`src/source/wb_route_pkg.sv`:
```
//************************************************************
// Wishbone router package. Sizes, address map and enums.
//************************************************************
package wb_route_pkg;

  // Bus sizes.
  localparam int ADDR_W    = 16;
  localparam int DATA_W    = 32;

  // Slave count and rules per slave.
  localparam int NUM_SLAVE = 3;
  localparam int NUM_RULES = 2;
  localparam int SLV_IDX_W = 2;

  // Request FIFO sizing.
  localparam int FIFO_DEPTH = 4;
  localparam int FIFO_PTR_W = $clog2(FIFO_DEPTH);
  localparam int FIFO_CNT_W = $clog2(FIFO_DEPTH + 1);

  // One FIFO entry holds opcode, address and write data.
  localparam int REQ_W = 1 + ADDR_W + DATA_W;

  // Base addresses, indexed [slave][rule].
  localparam logic [NUM_SLAVE-1:0][NUM_RULES-1:0][ADDR_W-1:0] RULE_BASE = {
    16'hC000, 16'h8000,   // Slave 2, rule 1 then rule 0.
    16'h2000, 16'h4000,   // Slave 1.
    16'h1000, 16'h0000    // Slave 0.
  };

  // Masks, same shape. A set bit takes part in the compare.
  localparam logic [NUM_SLAVE-1:0][NUM_RULES-1:0][ADDR_W-1:0] RULE_MASK = {
    16'hF000, 16'hC000,
    16'hF000, 16'hC000,
    16'hF000, 16'hF000
  };

  // Request opcode as stored in the FIFO.
  typedef enum logic {OP_READ = 1'b0, OP_WRITE = 1'b1} wb_op_e;

  // Upstream port states.
  typedef enum logic [1:0] {US_IDLE, US_ACK, US_WAIT_RSP} up_state_e;

  // Dispatcher states.
  typedef enum logic {DS_IDLE, DS_CYCLE} disp_state_e;

endpackage

```
`src/source/wb_addr_resolver.sv`:
```
//************************************************************
// Address resolver. Matches an address against the rule
// table and returns the index of the slave that hit.
//************************************************************
`timescale 1ns/1ps

module wb_addr_resolver import wb_route_pkg::*; (
  input  logic [ADDR_W-1:0]    addr_i,
  output logic [SLV_IDX_W-1:0] match_idx_o,
  output logic                 match_ok_o
);

  // One bit per rule, then one bit per slave.
  logic [NUM_SLAVE-1:0][NUM_RULES-1:0] rule_hit;
  logic [NUM_SLAVE-1:0]                slave_hit;

  for (genvar i = 0; i < NUM_SLAVE; i++) begin : g_slave
    for (genvar j = 0; j < NUM_RULES; j++) begin : g_rule
      // Address and base must agree on every masked bit.
      assign rule_hit[i][j] = ((addr_i ^ RULE_BASE[i][j]) & RULE_MASK[i][j]) == '0;
    end

    // A slave hits when any of its rules hits.
    assign slave_hit[i] = |rule_hit[i];
  end

  // Any slave hit means the address is mapped.
  assign match_ok_o = |slave_hit;

  // Lowest matching slave wins.
  // Rules are exclusive, so this only matters if the table is broken.
  always_comb begin
    match_idx_o = '0;
    for (int i = NUM_SLAVE - 1; i >= 0; i--) begin
      if (slave_hit[i]) begin
        match_idx_o = SLV_IDX_W'(i);
      end
    end
  end

endmodule

```
`src/source/wb_upstream_port.sv`:
```
//************************************************************
// Upstream Wishbone port. Queues requests, posts writes and
// holds reads until their response returns.
//************************************************************
`timescale 1ns/1ps

module wb_upstream_port import wb_route_pkg::*; (
  input  logic              clk_i,
  input  logic              reset_i,
  // Wishbone classic slave side.
  input  logic              s_cyc_i,
  input  logic              s_stb_i,
  input  logic              s_we_i,
  input  logic [ADDR_W-1:0] s_adr_i,
  input  logic [DATA_W-1:0] s_dat_i,
  output logic              s_ack_o,
  output logic              s_err_o,
  output logic [DATA_W-1:0] s_dat_o,
  // Request FIFO push side.
  output logic              push_o,
  output logic [REQ_W-1:0]  push_data_o,
  input  logic              full_i,
  // Read response from the dispatcher.
  input  logic              rsp_valid_i,
  input  logic              rsp_err_i,
  input  logic [DATA_W-1:0] rsp_data_i
);

  up_state_e state;
  wb_op_e    req_op;
  logic      req_take;

  // Opcode of the request on the bus.
  assign req_op = s_we_i ? OP_WRITE : OP_READ;

  // Request accepted only when idle and the FIFO has room.
  assign req_take = (state == US_IDLE) && s_cyc_i && s_stb_i && !full_i;

  always_ff @(posedge clk_i) begin
    if (reset_i) begin
      state   <= US_IDLE;
      push_o  <= 1'b0;
      s_ack_o <= 1'b0;
      s_err_o <= 1'b0;
    end else begin
      // Push, ack and err are single-cycle pulses.
      push_o  <= 1'b0;
      s_ack_o <= 1'b0;
      s_err_o <= 1'b0;
      case (state)
        US_IDLE: begin
          if (req_take) begin
            push_o <= 1'b1;
            if (s_we_i) begin
              // Posted write, ack together with the push.
              s_ack_o <= 1'b1;
              state   <= US_ACK;
            end else begin
              state <= US_WAIT_RSP;
            end
          end
        end
        US_WAIT_RSP: begin
          // Read finishes with ack or err, never both.
          if (rsp_valid_i) begin
            s_ack_o <= !rsp_err_i;
            s_err_o <= rsp_err_i;
            state   <= US_ACK;
          end
        end
        // Ack or err visible this cycle.
        US_ACK:  state <= US_IDLE;
        default: state <= US_IDLE;
      endcase
    end
  end

  // Entry and read data.
  always_ff @(posedge clk_i) begin
    if (req_take) begin
      push_data_o <= {req_op, s_adr_i, s_dat_i};
    end
    if (state == US_WAIT_RSP && rsp_valid_i) begin
      s_dat_o <= rsp_data_i;
    end
  end

endmodule

```
`src/source/wb_req_fifo.sv`:
```
//************************************************************
// Request FIFO between upstream port and dispatcher.
//************************************************************
`timescale 1ns/1ps

module wb_req_fifo import wb_route_pkg::*; (
  input  logic             clk_i,
  input  logic             reset_i,
  input  logic             push_i,
  input  logic [REQ_W-1:0] push_data_i,
  input  logic             pop_i,
  output logic             full_o,
  output logic             empty_o,
  output logic [REQ_W-1:0] head_o
);

  logic [REQ_W-1:0]      mem [FIFO_DEPTH];
  logic [FIFO_PTR_W-1:0] wr_ptr;
  logic [FIFO_PTR_W-1:0] rd_ptr;
  logic [FIFO_CNT_W-1:0] count;
  logic                  do_push;
  logic                  do_pop;

  // Guarded strobes.
  // Pushing when full or popping when empty has no effect.
  assign do_push = push_i && !full_o;
  assign do_pop  = pop_i && !empty_o;

  assign full_o  = (count == FIFO_CNT_W'(FIFO_DEPTH));
  assign empty_o = (count == '0);

  // Head entry, valid while empty_o is low.
  assign head_o = mem[rd_ptr];

  always_ff @(posedge clk_i) begin
    if (reset_i) begin
      wr_ptr <= '0;
      rd_ptr <= '0;
      count  <= '0;
    end else begin
      if (do_push) begin
        wr_ptr <= (wr_ptr == FIFO_PTR_W'(FIFO_DEPTH - 1)) ? '0 : wr_ptr + 1'b1;
      end
      if (do_pop) begin
        rd_ptr <= (rd_ptr == FIFO_PTR_W'(FIFO_DEPTH - 1)) ? '0 : rd_ptr + 1'b1;
      end
      // Count holds when push and pop meet.
      case ({do_push, do_pop})
        2'b10:   count <= count + 1'b1;
        2'b01:   count <= count - 1'b1;
        default: count <= count;
      endcase
    end
  end

  // Storage.
  always_ff @(posedge clk_i) begin
    if (do_push) begin
      mem[wr_ptr] <= push_data_i;
    end
  end

endmodule

```
`src/source/wb_dispatch.sv`:
```
//************************************************************
// Dispatcher. Pops requests, resolves them and runs one
// Wishbone classic cycle to the selected slave.
//************************************************************
`timescale 1ns/1ps

module wb_dispatch import wb_route_pkg::*; (
  input  logic                             clk_i,
  input  logic                             reset_i,
  // FIFO pop side.
  input  logic                             empty_i,
  input  logic [REQ_W-1:0]                 head_i,
  output logic                             pop_o,
  // Wishbone classic master side.
  output logic [NUM_SLAVE-1:0]             m_cyc_o,
  output logic                             m_stb_o,
  output logic                             m_we_o,
  output logic [ADDR_W-1:0]                m_adr_o,
  output logic [DATA_W-1:0]                m_dat_o,
  input  logic [NUM_SLAVE-1:0]             m_ack_i,
  input  logic [NUM_SLAVE-1:0][DATA_W-1:0] m_dat_i,
  // Read response to the upstream port.
  output logic                             rsp_valid_o,
  output logic                             rsp_err_o,
  output logic [DATA_W-1:0]                rsp_data_o,
  // Sticky unmapped write flag.
  output logic                             wr_decode_err_o
);

  disp_state_e          state;
  wb_op_e               head_op;
  logic [ADDR_W-1:0]    head_adr;
  logic [DATA_W-1:0]    head_dat;
  logic [SLV_IDX_W-1:0] res_idx;
  logic                 res_ok;
  logic [SLV_IDX_W-1:0] sel_idx;
  logic                 take;
  logic                 unmapped_done;
  logic                 slave_ack;

  // Split the head entry.
  assign head_op  = wb_op_e'(head_i[REQ_W-1]);
  assign head_adr = head_i[REQ_W-2 -: ADDR_W];
  assign head_dat = head_i[DATA_W-1:0];

  // Decode the head address.
  wb_addr_resolver u_resolver (
    .addr_i      (head_adr),
    .match_idx_o (res_idx),
    .match_ok_o  (res_ok)
  );

  // Take the head when idle.
  // A pop still pending means the FIFO has not yet moved.
  assign take = (state == DS_IDLE) && !pop_o && !empty_i;

  // Pop of an unmapped request, one cycle ago.
  assign unmapped_done = (state == DS_IDLE) && pop_o;

  // Ack from the selected slave only.
  assign slave_ack = (state == DS_CYCLE) && m_ack_i[sel_idx];

  always_ff @(posedge clk_i) begin
    if (reset_i) begin
      state           <= DS_IDLE;
      pop_o           <= 1'b0;
      m_cyc_o         <= '0;
      m_stb_o         <= 1'b0;
      rsp_valid_o     <= 1'b0;
      wr_decode_err_o <= 1'b0;
    end else begin
      pop_o       <= 1'b0;
      rsp_valid_o <= 1'b0;
      if (take) begin
        pop_o <= 1'b1;
        // Mapped, so start the cycle with the pop.
        if (res_ok) begin
          m_cyc_o <= NUM_SLAVE'(1) << res_idx;
          m_stb_o <= 1'b1;
          state   <= DS_CYCLE;
        end
      end
      if (unmapped_done) begin
        // Write is dropped, read gets an error.
        if (m_we_o) begin
          wr_decode_err_o <= 1'b1;
        end else begin
          rsp_valid_o <= 1'b1;
        end
      end
      if (slave_ack) begin
        m_cyc_o <= '0;
        m_stb_o <= 1'b0;
        state   <= DS_IDLE;
        // Writes were acked upstream already.
        rsp_valid_o <= !m_we_o;
      end
    end
  end

  // Request and response payload.
  always_ff @(posedge clk_i) begin
    if (take) begin
      m_we_o  <= (head_op == OP_WRITE);
      m_adr_o <= head_adr;
      m_dat_o <= head_dat;
      sel_idx <= res_idx;
    end
    if (unmapped_done) begin
      rsp_err_o  <= 1'b1;
      rsp_data_o <= '0;
    end
    if (slave_ack) begin
      rsp_err_o  <= 1'b0;
      rsp_data_o <= m_dat_i[sel_idx];
    end
  end

endmodule

```
`src/source/wb_router_top.sv`:
```
//************************************************************
// Wishbone address router top. Port, FIFO and dispatcher.
//************************************************************
`timescale 1ns/1ps

module wb_router_top import wb_route_pkg::*; (
  input  logic                             clk_i,
  input  logic                             reset_i,
  // Upstream, from the master.
  input  logic                             s_cyc_i,
  input  logic                             s_stb_i,
  input  logic                             s_we_i,
  input  logic [ADDR_W-1:0]                s_adr_i,
  input  logic [DATA_W-1:0]                s_dat_i,
  output logic                             s_ack_o,
  output logic                             s_err_o,
  output logic [DATA_W-1:0]                s_dat_o,
  // Downstream, to the slaves.
  output logic [NUM_SLAVE-1:0]             m_cyc_o,
  output logic                             m_stb_o,
  output logic                             m_we_o,
  output logic [ADDR_W-1:0]                m_adr_o,
  output logic [DATA_W-1:0]                m_dat_o,
  input  logic [NUM_SLAVE-1:0]             m_ack_i,
  input  logic [NUM_SLAVE-1:0][DATA_W-1:0] m_dat_i,
  // Status.
  output logic                             wr_decode_err_o
);

  // Port to FIFO.
  logic              push;
  logic [REQ_W-1:0]  push_data;
  logic              full;
  // FIFO to dispatcher.
  logic              pop;
  logic              empty;
  logic [REQ_W-1:0]  head;
  // Read response back to the port.
  logic              rsp_valid;
  logic              rsp_err;
  logic [DATA_W-1:0] rsp_data;

  wb_upstream_port u_port (
    .clk_i       (clk_i),
    .reset_i     (reset_i),
    .s_cyc_i     (s_cyc_i),
    .s_stb_i     (s_stb_i),
    .s_we_i      (s_we_i),
    .s_adr_i     (s_adr_i),
    .s_dat_i     (s_dat_i),
    .s_ack_o     (s_ack_o),
    .s_err_o     (s_err_o),
    .s_dat_o     (s_dat_o),
    .push_o      (push),
    .push_data_o (push_data),
    .full_i      (full),
    .rsp_valid_i (rsp_valid),
    .rsp_err_i   (rsp_err),
    .rsp_data_i  (rsp_data)
  );

  wb_req_fifo u_fifo (
    .clk_i       (clk_i),
    .reset_i     (reset_i),
    .push_i      (push),
    .push_data_i (push_data),
    .pop_i       (pop),
    .full_o      (full),
    .empty_o     (empty),
    .head_o      (head)
  );

  wb_dispatch u_disp (
    .clk_i           (clk_i),
    .reset_i         (reset_i),
    .empty_i         (empty),
    .head_i          (head),
    .pop_o           (pop),
    .m_cyc_o         (m_cyc_o),
    .m_stb_o         (m_stb_o),
    .m_we_o          (m_we_o),
    .m_adr_o         (m_adr_o),
    .m_dat_o         (m_dat_o),
    .m_ack_i         (m_ack_i),
    .m_dat_i         (m_dat_i),
    .rsp_valid_o     (rsp_valid),
    .rsp_err_o       (rsp_err),
    .rsp_data_o      (rsp_data),
    .wr_decode_err_o (wr_decode_err_o)
  );

endmodule

```
`config.mk`:
```
export PLATFORM = sky130hd
export DESIGN_NAME = wb_router_top
export DESIGN_NICKNAME = d
export VERILOG_FILES = /design/src/source/wb_route_pkg.sv /design/src/source/wb_addr_resolver.sv /design/src/source/wb_upstream_port.sv /design/src/source/wb_req_fifo.sv /design/src/source/wb_dispatch.sv /design/src/source/wb_router_top.sv
export SDC_FILE = /design/constraint.sdc
export NUM_CORES = 1
export LEC_CHECK = 0
export ABC_CLOCK_PERIOD_IN_PS = 7500
export BUFFER_PORTS_ARGS = -buffer_cell sky130_fd_sc_hd__buf_4
export CORE_MARGIN = 3
export CORE_UTILIZATION = 40
export CTS_CLUSTER_SIZE = 40
export DETAILED_ROUTE_END_ITERATION = 6
export PLACE_DENSITY_LB_ADDON = 0.3
export SLEW_MARGIN = 20
export SYNTH_ARGS = -nofsm -noshare
export SYNTH_HDL_FRONTEND = slang
export SYNTH_SLANG_ARGS = --single-unit
export TNS_END_PERCENT = 10
```
`constraint.sdc`:
```
create_clock -name clk_i -period 7.5 [get_ports clk_i]
set_input_delay 1.5 -clock clk_i [delete_from_list [all_inputs] [get_ports clk_i]]
set_output_delay 1.5 -clock clk_i [all_outputs]
set_load 0.01 [all_outputs]
```
# Yosys cells after proc, flatten, opt, wreduce, memory -nomap -nowiden
# Memories as Yosys holds them, arrays and structs flattened. A register that Yosys moved wholly into a read port is not among the register bits.
# Index checks and enable logic that the tools add are counted.
# classes
n_addsub,4
eq_ne,8
n_reduce_logical,35
n_lt_le_gt_ge,1
n_mux,29
bitwise,9
shift,1
# ops
op,n
$logic_not 16->1,6
$mux 32,3
$bmux 32 s2,1
$mux 2,10
$mux 1,11
$logic_and 1x1->1,10
$reduce_or 2->1,5
$eq 2x2->1 const B,4
$not 1->1,8
$pmux 3 s2,1
$reduce_and 2->1,3
$reduce_or 6->1,1
$logic_not 1->1,5
$add 2x1->2 const B,2
$ne 2x1->1 const B,2
$pmux 2 s2,1
$reduce_bool 2->1,2
$add 3x1->3 const B,1
$eq 3x3->1 const B,1
$logic_not 3->1,1
$lt 2x3->1 const B,1
$reduce_or 3->1,1
$shl 1x2->3 const A,1
$sub 3x1->3 const B,1
other kinds (5),5
# totals
output_inout_bits,88
mem_count,1
regBits,184
ram_bits,196
# mem_list
name,words,width,rd,rd_clocked_by_memory_dff,wr,line,source
u_fifo.mem,4,49,1,1,1,wb_req_fifo.sv:17,logic [REQ_W-1:0] mem [FIFO_DEPTH];

# Depth between registers and ports, before layout
# Gate-level depths: netlist of the first run.
# depth
ltp_word,7
depth_mapped,9
mapped_depth_nobuf,9

# Modules after synthesis
# From an unflattened synthesis of the first run, not the netlist that was laid out.
# unflattened
cells_unflattened,678
area_unflattened_um2,14003.4
# modules_own_cells
module,n_inst,area_per_inst_um2,cells_each
wb_req_fifo,1,7567.3,310
wb_dispatch,1,3749.8,260
wb_upstream_port,1,2645.0,101
wb_addr_resolver,1,41.3,7

# Least setup slack after synthesis of the first run
# Ideal clock, no wire load.
# synth_path
kind,input to register
start,input m_ack_i[2]
end,"register u_disp.rsp_data_o[0], enable pin"
path_stages,5
t_arrival_ns,2.907
required_ns,7.022
path_slack_ns,4.116
setup_time_ns,0.478
path_cell_list,mux2i_1 nor2_1 o21ai_1 clkbuf_1 nand2_1
# synth_via
elab_chain_len,4
# synth_lines
element,line,source
"start, declared",wb_router_top.sv:24,"input logic [NUM_SLAVE-1:0] m_ack_i,"
$bmux 1 s2,wb_dispatch.sv:61,assign slave_ack = (state == DS_CYCLE) && m_ack_i[sel_idx];
$mux 1 (implied by the code),wb_dispatch.sv:61,
$logic_and 1x1->1,wb_dispatch.sv:61,
$reduce_bool 2->1 (no line),-,
"end signal, assigned",wb_dispatch.sv:115,rsp_data_o <= m_dat_i[sel_idx];
"end, declared",wb_dispatch.sv:25,"output logic [DATA_W-1:0] rsp_data_o,"
# No other way between the ends. The select of a mux whose other input is x is not followed.
# A chain may end at the register's enable or synchronous reset.

# Worst setup path after layout of the first run
# layout_path
start,register u_disp.m_we_o
end,output m_we_o
# layout_rtl
element,line,source
"start, declared",wb_dispatch.sv:17,"output logic m_we_o,"
"start signal, assigned",wb_dispatch.sv:104,m_we_o <= (head_op == OP_WRITE);
"end, declared",wb_router_top.sv:21,"output logic m_we_o,"
# No word-level cell between the ends.

==> out/metrics.yaml, run 1 <==
synthesis:
  avgSynthCellArea_um2: 20.1
  ys_types: 40
  postSynth.asyncResetShare_pct: 0
  synth_edf_count: 360
  syn_nets: 848
  synth_seq_cells: 382
  syn-cell-area_um2: 13900
  yosys.area_share.simple_pct: 3.61
  synth_cells: 689
  synth-compound-area-share_pct: 2.53
  synth_top_area_share_pct: 78.0
  synth_top_family_by_area: "multiplexers"
  synth_mux_area_share_pct: 10.5
  synth_fa_ha_area_share_pct: 0.686
  ys_seq_area_share_pct: 81.2
  synth_xor_area_share_pct: 0.126
  ys.warnings.count: 0
  synthFlopType: "edfxtp_1"
  yosys-top-cells-area: "edfxtp_1 (78%), mux4_2 (7.6%), dfxtp_1 (3.2%), mux2i_1 (2.5%), nor2_1 (2.0%)"
  synth_top_area_cell: "edfxtp_1"
cells_and_area:
  syn_to_final_growth_pct: 26.2
  drive_gt1_share_pct: 38.1
  diodes: 0
  layout.nets: 1113
  n_fill_cell: 2742
  multi_input_area_um2: 2430
  final-seq-area_um2: 11300
  utilization_pct: 51.6
placement:
  port_buffers: 239
  place_ws_ps: 4500
  dp_hpwl_mm: 16.9
  routabilityCongestion: 0.708
sta:
  finalHoldViolations: 0
  fin_tns_setup_ps: 0
  finalMaxSlewViolations: 0
  layout_min_cycle_time_ps: 2650
  worst_slew_pin_slew_ps: 788
  setup_viol: 0
  fmax_mhz: 378
  setup_ws_ps: 4850
  slew_headroom_pct: 47.5
  holdWs_ps: 419
  rsz0062_at_grt: "false"
  finalCritPeriodShare_pct: 35.3
  fin_worst_skew_ps: 9.75
routing:
  wl_per_cell_um: 19.5
  vias: 7022
  postRouteAntennaNets: 0
  first_iter_violations: 417
  via_per_inst: 4.90
  drt_drc_violations_left: 0
  routed_wl_mm: 27.9
  first_pass_iters: 4
setup_path:
  worstPathArrival_ps: 1150
  cp_slowest_cell: "edfxtp_1"
  crit_type: "flip-flop to output pin"
  crit_fanout: 3
  cpPeakStageDelay_ps: 440
  required_ps: 6000
  startpoint_type: "flip-flop"
  r2r_start: "u_disp.sel_idx[1]$_DFFE_PP_"
  crit_path_start: "u_disp.m_we_o$_DFFE_PP_"
  crit_path_end_kind: "output pin"
  critical_path.cell_chain: "buf_4"
  cpLargestDelayFamily: "flip-flops"
  crit_buf_inv: 1
grt:
  grt_usage_pct: 14.8
  antenna_found_initial: 2
  grt_max_degree: 51
  grt_pass1_wl_mm: 41.4
  grt_overflow_total: 0
  grt_pass1_vias: 7234
cts:
  cts_resized: 0
  htree_levels: 2
  postCtsSetupRepairBufs: 0
  cts_max_path_buffers: 3
  cts_tree: "built"
  clock_sinks: 382
  ctsRootBufferMaster: "clkbuf_16"
  clk_pin_slew_ps: 60
  cts_made_buffers: 40
  clk_latency_ps: 520
  hold_buffers: 0
flow_run:
  drv_cap: 0
worst_hold_path:
  hold_class: "flip-flop to flip-flop"
  hold_start: "u_disp.rsp_data_o[20]$_SDFFCE_PN0P_"
die:
  die_w_um: 192
  fp.dieH_um: 192
  core_um2: 33900
  row_count: 67
  start_util_pct: 40.9
  die_area_um2: 36900
  io_pins: 240
power_and_ir_drop:
  ir_drop_uv: 199
  total_power_mw: 4.53
  power.density_nw_per_um2: 259
  p_leak_nw: 6.14
run_status:
  status: "completed"
[cells in the mapped netlist (3+ instances only)]
master and instances:
and3_1 5, o21ai_0 4, nand3_1 3, nor3_1 3, edfxtp_1 360, nand2_1 9, ha_1 6, inv_1 14
buf_2 5, mux2i_1 34, a211oi_1 5, or3_1 5, dfxtp_1 22, clkbuf_1 23, mux4_2 47, nor2_1 75
a21oi_1 39
[cell usage in the layout, fill, tap and decap left out, types with 3 or more instances in the layout]
cell | netlist | final
clkbuf_1 | 23 | 9
and3_2 | 0 | 4
nor3_1 | 3 | 3
o21ai_0 | 4 | 4
clkinv_2 | 0 | 7
clkinvlp_4 | 0 | 4
buf_4 | 0 | 252
ha_1 | 6 | 6
mux2i_1 | 34 | 34
clkinv_1 | 0 | 5
nand2_1 | 9 | 9
or3_1 | 5 | 5
mux4_2 | 47 | 47
nand3_1 | 3 | 3
bufinv_16 | 0 | 3
clkbuf_16 | 0 | 40
a21oi_1 | 39 | 39
inv_1 | 14 | 12
dfxtp_1 | 22 | 20
a211oi_1 | 5 | 5
nor2_1 | 75 | 75
edfxtp_1 | 360 | 360
[registers in the layout, summed over array words and instances, names as in the netlist, 3 cells and up, named ones only]
register            count
u_disp.rsp_data_o      32
u_fifo.count            3
u_port.s_dat_o         32
u_port.push_data_o     49
u_disp.m_adr_o         16
u_disp.m_dat_o         32
u_disp.m_cyc_o          3
u_fifo.mem            196
[report_power, final]
part	switching (mW)	total [mW]	internal (mW)
Sequential	0.0292	2.42	2.39
Combinational	0.108	0.215	0.107
Clock	0.786	1.89	1.10
[metal layers]
layer	track usage [%]	vias up	wire length, um
li1	-	3249	-
met1	19.8	3472	11700
met2	24.4	256	13200
met3	4.23	41	2490
met4	3.28	4	417
met5	0	-	24
[path summary, 6_finish.rpt]
check	to	slack, ps	cells past startpoint
worst max-delay path	m_we_o	4850	1
worst min-delay path	u_port.s_dat_o[20]$_DFFE_PP_	420	0
worst max register to register	u_disp.rsp_data_o[10]$_SDFFCE_PN0P_	4960	8
worst min register to register	u_port.s_dat_o[20]$_DFFE_PP_	420	0
[kinds of logic (layout without fill, tap and decap cells)]
logic type,count (synthesis),in the layout
buffers and inverters,44,340
flip-flops,382,382
AND/OR/NAND/NOR,113,113
XOR/XNOR,2,2
multiplexers,83,83
AO/OA/AOI/OAI,58,58
adder cells (fa/ha/maj),7,7
[per-stage QoR]
stage,cell area [um^2],cells
2_1_floorplan,13900,689
3_3_place_gp,16200,1359
3_5_place_dp,16200,1359
4_1_cts,17500,1432
5_1_grt,17500,1433
6_report,17500,1433
[cell type report]
class	count	share of cell area [%]
Timing Repair Buffer	253	11.0
Multi-Input combinational cell	263	13.9
Sequential cell	382	64.4
Tap cell	448	3.21
Inverter	14	0.301
Clock inverter	23	1.25
Clock buffer	50	6.00
No activity file was read; power rests on OpenSTA's default activity.
==> inputs of run 2 (changes only) <==
ABC_CLOCK_PERIOD_IN_PS = 2600   (was 7500)
clock period = 2.6 ns   (was 7.5 ns; I/O delays follow)
==> out/metrics.yaml, run 2 (synthesized netlist as in run 1, its figures left out) <==
setup_path:
  cpPeakStageDelay_ps: 530  # was 440 ps
  crit_type: "flip-flop to flip-flop"  # was flip-flop to output pin
  crit_path_end_kind: "flip-flop"  # was output pin
  cp_slowest_cell: "or3b_2"  # was edfxtp_1
  startpoint_type: "flip-flop"  # unchanged
  cpLargestDelayFamily: "simple AND/OR/NAND/NOR gates"  # was flip-flops
  worstPathArrival_ps: 2810  # was 1150 ps
  crit_buf_inv: 1  # unchanged
  required_ps: 3060  # was 6000 ps
  critical_path.cell_chain: "or3b_2, nand2_1, ha_1, inv_1, fa_1, xor2_1, or3_1, a21oi_1"  # was buf_4
  crit_fanout: 7  # was 3
cells_and_area:
  largest_reg_flops: 196  # unchanged
  drive_gt1_share_pct: 37.7  # was 38.1%
  syn_to_final_growth_pct: 26.3  # was 26.2%
  final_common_cell: "edfxtp_1"  # unchanged
  top_regs: "u_fifo.mem x196, u_port.push_data_o x49"  # unchanged
  diodes: 0  # unchanged
  final_area_um2: 17500  # about the same
  utilization_pct: 51.7  # was 51.6%
  regMostFlops: "u_fifo.mem"  # unchanged
  layout_common_cells: "edfxtp_1 (360), buf_4 (254), nor2_1 (75)"  # was edfxtp_1 (360), buf_4 (252), nor2_1 (75)
  layout.nets: 1115  # was 1,113
die:
  io_pins: 240  # unchanged
  start_util_pct: 40.9  # unchanged
  fp.dieH_um: 192  # unchanged
  die_area_um2: 36900  # unchanged
  core_um2: 33900  # unchanged
  row_count: 67  # unchanged
  die_w_um: 192  # unchanged
sta:
  rsz0062_at_grt: "false"  # unchanged
  worst_slew_pin_slew_ps: 792  # was 788 ps
  fin_worst_skew_ps: 13.5  # was 9.75 ps
  holdWs_ps: 157  # was 419 ps
  fmax_mhz: 425
  finalMaxSlewViolations: 0  # unchanged
  finalHoldViolations: 0  # unchanged
  setup_ws_ps: 247  # was 4850 ps
  slew_headroom_pct: 47.2  # was 47.5%
  finalCritPeriodShare_pct: 90.5
  fin_tns_setup_ps: 0  # unchanged
  setup_viol: 0  # unchanged
  layout_min_cycle_time_ps: 2350
cts:
  cts_made_buffers: 40  # unchanged
  clk_pin_slew_ps: 60  # about the same
  clock_sinks: 382  # unchanged
  clk_latency_ps: 540  # was 520 ps
  cts_resized: 0  # unchanged
  htree_levels: 2  # unchanged
  postCtsSetupRepairBufs: 0  # unchanged
  ctsRootBufferMaster: "clkbuf_16"  # unchanged
  hold_buffers: 0  # unchanged
  cts_tree: "built"  # unchanged
  cts_max_path_buffers: 3  # unchanged
grt:
  grt_usage_pct: 14.8  # about the same
  antenna_found_initial: 2  # unchanged
  grt_overflow_total: 0  # unchanged
  grt_max_degree: 51  # unchanged
  grt_pass1_wl_mm: 41.6  # was 41.4 mm
  grt_pass1_vias: 7366  # was 7,234
routing:
  via_per_inst: 4.92  # was 4.90
  vias: 7050  # was 7,022
  first_iter_violations: 354  # was 417
  postRouteAntennaNets: 0  # unchanged
  first_pass_iters: 5  # was 4
  drt_drc_violations_left: 0  # unchanged
  wl_per_cell_um: 19.7  # was 19.5 um
  routed_wl_mm: 28.2  # was 27.9 mm
placement:
  dp_hpwl_mm: 18.1  # was 16.9 mm
  post_dp_cell_area_um2: 16200  # about the same
  place_ws_ps: 261  # was 4500 ps
  routabilityCongestion: 0.739  # was 0.708
  port_buffers: 239  # unchanged
power_and_ir_drop:
  ir_drop_uv: 568  # was 199 uV
  power.density_nw_per_um2: 751  # was 259 nW/um^2
  p_leak_nw: 6.15  # was 6.14 nW
worst_hold_path:
  hold_class: "input pin to flip-flop"  # was flip-flop to flip-flop
flow_run:
  drv_cap: 0  # unchanged
run_status:
  status: "completed"  # unchanged
run 2: cell types whose count changed in the layout (fill, tap and decap cells not counted), sizes merged:
| cell | before | now |
|---|---|---|
| clkinv | 14 | 11 |
| buf | 253 | 255 |
| clkinvlp | 4 | 2 |
| clkbuf | 50 | 52 |
run 2: layer usage:
| layer | GRT usage, % | up-vias | part of all wire (%) |
|---|---|---|---|
| met4 | 3.89 | 4 | 1.9 |
| li1 | - | 3245 | - |
| met2 | 25.0 | 291 | 48 |
| met3 | 3.87 | 49 | 9.3 |
| met1 | 19.2 | 3461 | 41 |
| met5 | 0 | - | 0.078 |
run 2: path summary, 6_finish.rpt:
check	startpoint	end	slack [ps]	depth (start not counted)
hold / removal	s_dat_i[0]	u_port.push_data_o[0]$_DFFE_PP_	160	1
hold reg to reg	u_disp.rsp_data_o[28]$_SDFFCE_PN0P_	u_port.s_dat_o[28]$_DFFE_PP_	410	0
setup reg to reg	u_fifo.count[2]$_SDFFE_PP0P_	u_fifo.count[2]$_SDFFE_PP0P_	250	8
setup / recovery	u_fifo.count[2]$_SDFFE_PP0P_	u_fifo.count[2]$_SDFFE_PP0P_	250	8
run 2: area by class of cell:
cell class	count	area, um^2
clock inverter	18	189
timing repair buffer	255	1930
sequential	382	11300
clock buffer	52	1090
inverter	14	52.6
multi-input combinational	263	2430
fill	2754	16400
tap	448	561
run 2: where the power goes:
part / internal (mW) / switching, mW
Combinational: 0.314 / 0.313
Clock: 3.26 / 2.27
Sequential: 6.91 / 0.0831
run 2: metrics by stage:
stage	cells	power [mW]
floorplan	689	7.37
global route	1432	13.6
CTS	1432	13.3
detailed placement	1362	7.76
global placement	1362	7.75
finish	1432	13.1
